===== src/sprite_rom.hex =====
// one row word per line, eight rows per sprite, sprites in id order 0 to 3
// eight 4-bit colour indices per word, column 0 leftmost, index 0 is transparent
11111111
10000001
10222201
10200201
10200201
10222201
10000001
11111111
20000002
02000020
00200200
00022000
00022000
00200200
02000020
20000002
30303030
03030303
30303030
03030303
30303030
03030303
30303030
03030303
56789ABC
6789ABCD
789ABCDE
89ABCDEF
0000FFFF
FFFF0000
E0E0E0E0
0D0D0D0D


===== src/sprite_pkg.sv =====
// sprite renderer shared definitions
// widths, pixel and table structs, fixed palette
package sprite_pkg;

	// --------------------------------------------------
	// widths with a meaning
	// --------------------------------------------------
	typedef logic [9:0]  coord_t;
	typedef logic [1:0]  sprite_id_t;
	typedef logic [3:0]  color_idx_t;
	typedef logic [31:0] rom_word_t;
	typedef logic [4:0]  rom_addr_t;
	// row or column inside one 8x8 sprite
	typedef logic [2:0]  offset_t;

	localparam int MAX_SPRITES = 4;
	localparam int SPRITE_SIZE = 8;
	// one word per sprite row
	localparam int ROM_WORDS = MAX_SPRITES * SPRITE_SIZE;
	localparam color_idx_t BG_INDEX = 4'd4;

	// --------------------------------------------------
	// bundled signals
	// --------------------------------------------------
	typedef struct packed {
		logic [7:0] red;
		logic [7:0] green;
		logic [7:0] blue;
	} rgb_t;

	localparam rgb_t RGB_BLACK = '0;

	// one pixel request from the scan source
	typedef struct packed {
		coord_t x;
		coord_t y;
		logic   blank;
	} pixel_req_t;

	// top left corner plus enable
	typedef struct packed {
		coord_t x;
		coord_t y;
		logic   en;
	} sprite_pos_t;

	typedef struct packed {
		sprite_id_t  id;
		sprite_pos_t pos;
	} sprite_wr_t;

	typedef struct packed {
		logic    hit;
		offset_t row;
		offset_t col;
	} hit_t;

	// fixed 16 entry palette, index 0 never shown
	function automatic rgb_t palette_rgb(color_idx_t idx);
		case (idx)
			4'h0: return rgb_t'(24'h000000);
			4'h1: return rgb_t'(24'hFFFFFF);
			4'h2: return rgb_t'(24'hFF0000);
			4'h3: return rgb_t'(24'h00FF00);
			// background grey
			4'h4: return rgb_t'(24'hA0A0A0);
			4'h5: return rgb_t'(24'h0000FF);
			4'h6: return rgb_t'(24'hFFFF00);
			4'h7: return rgb_t'(24'h00FFFF);
			4'h8: return rgb_t'(24'hFF00FF);
			4'h9: return rgb_t'(24'h804000);
			4'hA: return rgb_t'(24'hFF8000);
			4'hB: return rgb_t'(24'h808080);
			4'hC: return rgb_t'(24'h400080);
			4'hD: return rgb_t'(24'h008040);
			4'hE: return rgb_t'(24'hFFC0C0);
			default: return rgb_t'(24'h202020);
		endcase
	endfunction

endpackage


===== src/layer_compositor.sv =====
// layer compositor
// picks the top-most hit and forms the sprite ROM word address
module layer_compositor #(
	parameter int NUM_SPRITES = 4
) (
	input  logic                  Clk50,
	input  logic                  rst_n,
	input  logic                  in_valid,
	input  logic                  in_blank,
	input  sprite_pkg::hit_t      hits [NUM_SPRITES],
	output logic                  out_valid,
	output logic                  out_blank,
	output logic                  out_hit,
	output sprite_pkg::offset_t   col,
	output sprite_pkg::rom_addr_t rom_addr
);
	import sprite_pkg::*;

	logic       pick_hit;
	sprite_id_t pick_id;
	offset_t    pick_row;
	offset_t    pick_col;

	// --------------------------------------------------
	// priority pick
	// --------------------------------------------------
	// later ids overwrite earlier ones, so the highest
	// numbered hit wins and draws on top
	always_comb
	begin
		pick_hit = 1'b0;
		pick_id  = '0;
		pick_row = '0;
		pick_col = '0;
		for (int i = 0; i < NUM_SPRITES; i++)
		begin
			if (hits[i].hit)
			begin
				pick_hit = 1'b1;
				pick_id  = sprite_id_t'(i);
				pick_row = hits[i].row;
				pick_col = hits[i].col;
			end
		end
	end

	always_ff @(posedge Clk50)
	begin
		if (!rst_n)
			out_valid <= 1'b0;
		else
			out_valid <= in_valid;
	end

	// word address is sprite id then row; don't care without a hit
	always_ff @(posedge Clk50)
	begin
		out_blank <= in_blank;
		out_hit   <= pick_hit;
		col       <= pick_col;
		rom_addr  <= {pick_id, pick_row};
	end

endmodule


===== src/pixel_output.sv =====
// pixel output stage
// nibble pick, background fallback, palette lookup and blanking
module pixel_output (
	input  logic                  Clk50,
	input  logic                  rst_n,
	input  logic                  in_valid,
	input  logic                  in_blank,
	input  logic                  in_hit,
	input  sprite_pkg::offset_t   col,
	input  sprite_pkg::rom_word_t word,
	output logic                  rgb_valid,
	output sprite_pkg::rgb_t      rgb
);
	import sprite_pkg::*;

	color_idx_t nibble;
	color_idx_t color_idx;
	logic [4:0] nib_lsb;

	// --------------------------------------------------
	// nibble select
	// --------------------------------------------------
	// column 0 sits in bits 31..28, so the low bit of the
	// nibble is 4*(7-col), and 7-col is ~col in 3 bits
	assign nib_lsb = {~col, 2'b00};
	assign nibble  = word[nib_lsb +: 4];

	// transparent pixel or no sprite shows the background
	always_comb
	begin
		if (!in_hit || nibble == 4'h0)
			color_idx = BG_INDEX;
		else
			color_idx = nibble;
	end

	always_ff @(posedge Clk50)
	begin
		if (!rst_n)
			rgb_valid <= 1'b0;
		else
			rgb_valid <= in_valid;
	end

	// black during blanking
	always_ff @(posedge Clk50)
	begin
		if (in_blank)
			rgb <= RGB_BLACK;
		else
			rgb <= palette_rgb(color_idx);
	end

endmodule


===== src/sprite_hit.sv =====
// sprite hit unit
// registered 8x8 box test and row/col offset for one sprite
module sprite_hit (
	input  logic                    Clk50,
	input  logic                    rst_n,
	input  logic                    in_valid,
	input  sprite_pkg::pixel_req_t  req,
	input  sprite_pkg::sprite_pos_t pos,
	output logic                    out_valid,
	output logic                    out_blank,
	output sprite_pkg::hit_t        hit
);
	import sprite_pkg::*;

	// 11 bit box edges with no wrap at the screen edge
	logic [10:0] x_end;
	logic [10:0] y_end;
	logic        in_x;
	logic        in_y;
	coord_t      dx;
	coord_t      dy;

	assign x_end = {1'b0, pos.x} + 11'(SPRITE_SIZE);
	assign y_end = {1'b0, pos.y} + 11'(SPRITE_SIZE);

	// corner inclusive and far edge exclusive
	assign in_x = ({1'b0, req.x} >= {1'b0, pos.x}) && ({1'b0, req.x} < x_end);
	assign in_y = ({1'b0, req.y} >= {1'b0, pos.y}) && ({1'b0, req.y} < y_end);

	// offset from the corner
	// low bits only matter inside the box
	assign dx = req.x - pos.x;
	assign dy = req.y - pos.y;

	always_ff @(posedge Clk50)
	begin
		if (!rst_n)
			out_valid <= 1'b0;
		else
			out_valid <= in_valid;
	end

	// payload that travels with out_valid
	always_ff @(posedge Clk50)
	begin
		out_blank <= req.blank;
		hit.hit   <= pos.en && in_x && in_y;
		hit.row   <= dy[2:0];
		hit.col   <= dx[2:0];
	end

endmodule


===== src/sprite_renderer.sv =====
// sprite renderer top level
// table, parallel hit units, compositor, ROM and output stage, 4 cycle latency
module sprite_renderer #(
	parameter int NUM_SPRITES = 4
) (
	input  logic                   Clk50,
	input  logic                   rst_n,
	input  logic                   pix_valid,
	input  sprite_pkg::pixel_req_t pix,
	input  logic                   tbl_wr_valid,
	input  sprite_pkg::sprite_wr_t tbl_wr,
	output logic                   rgb_valid,
	output sprite_pkg::rgb_t       rgb
);
	import sprite_pkg::*;

	sprite_pos_t pos [NUM_SPRITES];
	// hit stage, valid and blank used from unit 0 only
	hit_t        hits [NUM_SPRITES];
	logic        hit_valid [NUM_SPRITES];
	logic        hit_blank [NUM_SPRITES];
	// compositor stage
	logic        comp_valid;
	logic        comp_blank;
	logic        comp_hit;
	offset_t     comp_col;
	rom_addr_t   comp_addr;
	// ROM stage
	rom_word_t   rom_data;
	logic        rom_valid;
	logic        rom_blank;
	logic        rom_hit;
	offset_t     rom_col;

	sprite_table #(.NUM_SPRITES(NUM_SPRITES)) sprite_table_inst (
		.Clk50    (Clk50),
		.rst_n    (rst_n),
		.wr_valid (tbl_wr_valid),
		.wr       (tbl_wr),
		.pos      (pos)
	);

	// one identical hit unit per sprite
	for (genvar i = 0; i < NUM_SPRITES; i++)
	begin : g_hit
		sprite_hit sprite_hit_inst (
			.Clk50     (Clk50),
			.rst_n     (rst_n),
			.in_valid  (pix_valid),
			.req       (pix),
			.pos       (pos[i]),
			.out_valid (hit_valid[i]),
			.out_blank (hit_blank[i]),
			.hit       (hits[i])
		);
	end

	layer_compositor #(.NUM_SPRITES(NUM_SPRITES)) layer_compositor_inst (
		.Clk50     (Clk50),
		.rst_n     (rst_n),
		.in_valid  (hit_valid[0]),
		.in_blank  (hit_blank[0]),
		.hits      (hits),
		.out_valid (comp_valid),
		.out_blank (comp_blank),
		.out_hit   (comp_hit),
		.col       (comp_col),
		.rom_addr  (comp_addr)
	);

	sprite_rom sprite_rom_inst (
		.Clk50 (Clk50),
		.addr  (comp_addr),
		.data  (rom_data)
	);

	// --------------------------------------------------
	// ROM stage, side signals follow the ROM read
	// --------------------------------------------------
	always_ff @(posedge Clk50)
	begin
		if (!rst_n)
			rom_valid <= 1'b0;
		else
			rom_valid <= comp_valid;
	end

	always_ff @(posedge Clk50)
	begin
		rom_blank <= comp_blank;
		rom_hit   <= comp_hit;
		rom_col   <= comp_col;
	end

	pixel_output pixel_output_inst (
		.Clk50     (Clk50),
		.rst_n     (rst_n),
		.in_valid  (rom_valid),
		.in_blank  (rom_blank),
		.in_hit    (rom_hit),
		.col       (rom_col),
		.word      (rom_data),
		.rgb_valid (rgb_valid),
		.rgb       (rgb)
	);

endmodule


===== src/sprite_rom.sv =====
// packed sprite ROM
// one sprite row per word, eight 4-bit indices, column 0 in the top nibble
module sprite_rom (
	input  logic                  Clk50,
	input  sprite_pkg::rom_addr_t addr,
	output sprite_pkg::rom_word_t data
);
	import sprite_pkg::*;

	// 4 sprites x 8 rows
	rom_word_t mem [ROM_WORDS];

	// contents fixed at build time
	initial
	begin
		$readmemh("/design/src/sprite_rom.hex", mem);
	end

	// --------------------------------------------------
	// synchronous read, every cycle
	// --------------------------------------------------
	always_ff @(posedge Clk50)
	begin
		data <= mem[addr];
	end

endmodule


===== src/sprite_table.sv =====
// sprite position table
// per sprite corner and enable, written by a strobe
module sprite_table #(
	parameter int NUM_SPRITES = 4
) (
	input  logic                    Clk50,
	input  logic                    rst_n,
	input  logic                    wr_valid,
	input  sprite_pkg::sprite_wr_t  wr,
	output sprite_pkg::sprite_pos_t pos [NUM_SPRITES]
);
	import sprite_pkg::*;

	// one write select per entry
	logic sel [NUM_SPRITES];

	for (genvar i = 0; i < NUM_SPRITES; i++)
	begin : g_entry
		// ids at or above NUM_SPRITES match no entry
		assign sel[i] = wr_valid && (wr.id == sprite_id_t'(i));

		// enable bit
		always_ff @(posedge Clk50)
		begin
			if (!rst_n)
				pos[i].en <= 1'b0;
			else if (sel[i])
				pos[i].en <= wr.pos.en;
		end

		// corner coordinates
		always_ff @(posedge Clk50)
		begin
			if (sel[i])
			begin
				pos[i].x <= wr.pos.x;
				pos[i].y <= wr.pos.y;
			end
		end
	end

endmodule


===== config.mk =====
export PLATFORM = sky130hd
export DESIGN_NAME = sprite_renderer
export DESIGN_NICKNAME = d
export VERILOG_FILES = /design/src/sprite_pkg.sv /design/src/layer_compositor.sv /design/src/pixel_output.sv /design/src/sprite_hit.sv /design/src/sprite_renderer.sv /design/src/sprite_rom.sv /design/src/sprite_table.sv
export SDC_FILE = /design/constraint.sdc
export NUM_CORES = 1
export LEC_CHECK = 0
export BUFFER_PORTS_ARGS = -buffer_cell sky130_fd_sc_hd__buf_2
export CAP_MARGIN = 10
export CELL_PAD_IN_SITES_DETAIL_PLACEMENT = 1
export CELL_PAD_IN_SITES_GLOBAL_PLACEMENT = 2
export CORE_MARGIN = 2
export CORE_UTILIZATION = 10
export CTS_CLUSTER_SIZE = 30
export DETAILED_ROUTE_END_ITERATION = 12
export PLACE_DENSITY_LB_ADDON = 0.1
export SLEW_MARGIN = 15
export SYNTH_ARGS = -nofsm -noshare
export SYNTH_HDL_FRONTEND = slang
export SYNTH_SLANG_ARGS = --single-unit

===== constraint.sdc =====
create_clock -name Clk50 -period 0.9 [get_ports Clk50]
set_input_delay 0.045 -clock Clk50 [delete_from_list [all_inputs] [get_ports Clk50]]
set_output_delay 0.045 -clock Clk50 [all_outputs]
set_load 0.03 [all_outputs]

==> results.yml <==
setup_path:
  path_delay_family: "flip-flops"
  endpoint_kind: "primary output"
  required_ps: 850
  worstPathArrival_ps: 800
  r2r_cells: 1
  critPathLaunch: "pixel_output_inst.rgb[21]"
  r2r_end: "rom_valid"
  crit_buf_inv: 1
  r2r-start: "layer_compositor_inst.out_valid"
  worstSetupPathType: "flip-flop to primary output"
  r2r_slack_ps: 370
  cpPeakStageDelay_ps: 360
  worst_setup_path_start_kind: "flip-flop"
  path_cells: "clkbuf_4"
  slowest_stage: "dfxtp_2"
  crit_fanout: 6
grt:
  grt_max_degree: 7
  top_usage_layer: "met2"
  grtUsageMet2_pct: 2.73
  grt_pass1_vias: 151
  grt.total_usage_pct: 2.19
  grt.overflow.total: 0
  use_met1_pct: 1.91
  grt_pass1_wl_um: 600
  antenna_found_initial: 0
  grt_use_met3_pct: 2.60
cts:
  numCtsBuffers: 3
  clock_path_buffers: 2
  cts_sinks: 8
  clk_pin_slew_ps: 50
  tritoncts: "built"
  h-tree-depth: 1
  cts_root_buf: "clkbuf_4"
  clock_latency_ps: 240
placement:
  port-buffer-count: 10
  globalplace.congestion: 0.503
  pre_cts_slack_ps: 256
route:
  dr.pass1.iters: 2
  dr.first_iter.drc_count: 2
  drc: 0
  vias: 184
  totalWireLength_um: 403
  ant_nets: 0
  detail_route.wl_per_cell_um: 4.43
  viasPerCell: 2.02
yosys:
  synth.distinct_cells: 5
  syn_avg_cell_area_um2: 9.87
  synthesis.area_um2: 365
  synth_area_leaders: "buf_4, dfxtp_1, and2_1"
  postSynthCellCount: 37
  synth_top_area_share_pct: 47.3
  yosysTopAreaCell: "buf_4"
  ys_ff_latch: 8
  yosysSeqAreaShare_pct: 43.8
  synth_warnings: 0
job:
  maxCapViolCount: 0
floorplan:
  fp.dieH_um: 64.4
  dieArea_um2: 4150
  io_pins: 73
  die_w_um: 64.4
  fp-row-count: 21
  coreArea_um2: 3420
  start_util_pct: 10.7
cells_and_area:
  syn_to_final_growth_pct: 13.0
  nets: 95
  final_util_pct: 12.1
  drive_gt1_share_pct: 31.1
  antenna_cells: 0
  fillCellCount: 425
hold_path:
  hold_path_end: "g_hit[0].sprite_hit_inst.out_valid"
  holdPathStages: 2
  hp-start: "pix_valid"
  worstHoldPathType: "input pin to flip-flop"
power:
  p_leak_nw: 0.204
  power.total_w: 0.000796
  powerDensity_nw_per_um2: 1930
  ir_drop_mv: 0.455
sta:
  setup-violations-final: 0
  fin_hold_ws_ps: 10.4
  finClkSkew_ps: 0.148
  drv_slew: 0
  setup_tns_ps: 0
  fin_crit_ps: 843
  finalCritPeriodShare_pct: 93.7
  fmax_mhz: 1190
  fin_ws_ps: 56.9
  hold_viol_final: 0
outcome:
  status: "complete, no violations"
synthesized netlist by cell type:
| cell type | count |
|---|---|
| and2_1 | 4 |
| buf_4 | 23 |
| conb_1 | 1 |
| dfxtp_1 | 8 |
| inv_1 | 1 |
area by class of cell:
| cell class | instances | area (um2) | area share, % |
|---|---|---|---|
| Clock buffer | 3 | 22.5 | 5.45 |
| Inverter | 1 | 3.75 | 0.909 |
| Multi-Input combinational cell | 22 | 92.6 | 22.4 |
| Sequential cell | 8 | 161 | 39.1 |
| Tap cell | 46 | 57.6 | 13.9 |
| Timing Repair Buffer | 11 | 75.1 | 18.2 |
layout by cell type (no fill, tap or decap):
master,netlist,final
dfxtp_2,0,1
and2_1,4,4
dlygate4sd3_1,0,1
conb_1,1,18
buf_2,0,4
inv_1,1,1
dfxtp_1,8,7
clkbuf_4,0,9
repair_timing:
action | 4_1_cts | 5_1_grt
hold buffers | 1 | 0
hold endpoints to repair | 1 | 0
buffers inserted | 0 | 0
setup endpoints to repair | 6 | 6
gates resized for setup | 0 | 7
logic make-up (layout without fill, tap and decap cells):
| family | count (synthesis) | count (layout) | share of synthesized area, % |
|---|---|---|---|
| simple gates | 4 | 4 | 6.85 |
| flops | 8 | 8 | 43.8 |
| buf+inv | 24 | 15 | 48.3 |
| other cells | 1 | 18 | 1.03 |
how the worst max path moves through the flow:
| stage | endpoint | slack [ps] | cells after the start |
|---|---|---|---|
| floorplan | rgb[13] | 80 | 1 |
| global placement | rgb[7] | 280 | 1 |
| detailed placement | rgb[13] | 260 | 1 |
| CTS | rgb[13] | -20 | 1 |
| global route | rgb[7] | -1 | 1 |
| finish | rgb[15] | 60 | 1 |
power breakdown:
group | switching, W | total (W) | internal, W | leakage [nW]
clock | 0.000103 | 0.000254 | 0.000151 | 0.0138
combinational | 0.000139 | 0.000165 | 0.0000266 | 0.124
sequential | 0.00000544 | 0.000377 | 0.000371 | 0.0665
total | 0.000247 | 0.000796 | 0.000549 | 0.204
flip-flops by register name (all words and copies together) (netlist names):
register,cells
rom_blank,1
layer_compositor_inst.out_blank,1
pixel_output_inst.rgb,1
g_hit.sprite_hit_inst.out_blank,1
g_hit.sprite_hit_inst.out_valid,1
rom_valid,1
layer_compositor_inst.out_valid,1
pixel_output_inst.rgb_valid,1
metal layers:
layer,vias to the layer above,part of all wire [%]
li1,86,-
met1,81,32
met2,17,48
met3,0,20
met4,0,0
met5,-,0
stage by stage:
| step | instance area [um2] | std cells |
|---|---|---|
| 2_1_floorplan | 429 | 54 |
| 3_3_place_gp | 364 | 87 |
| 3_5_place_dp | 364 | 87 |
| 4_1_cts | 397 | 91 |
| 5_1_grt | 413 | 91 |
| 6_report | 413 | 91 |
No activity file was read; power rests on OpenSTA's default activity.
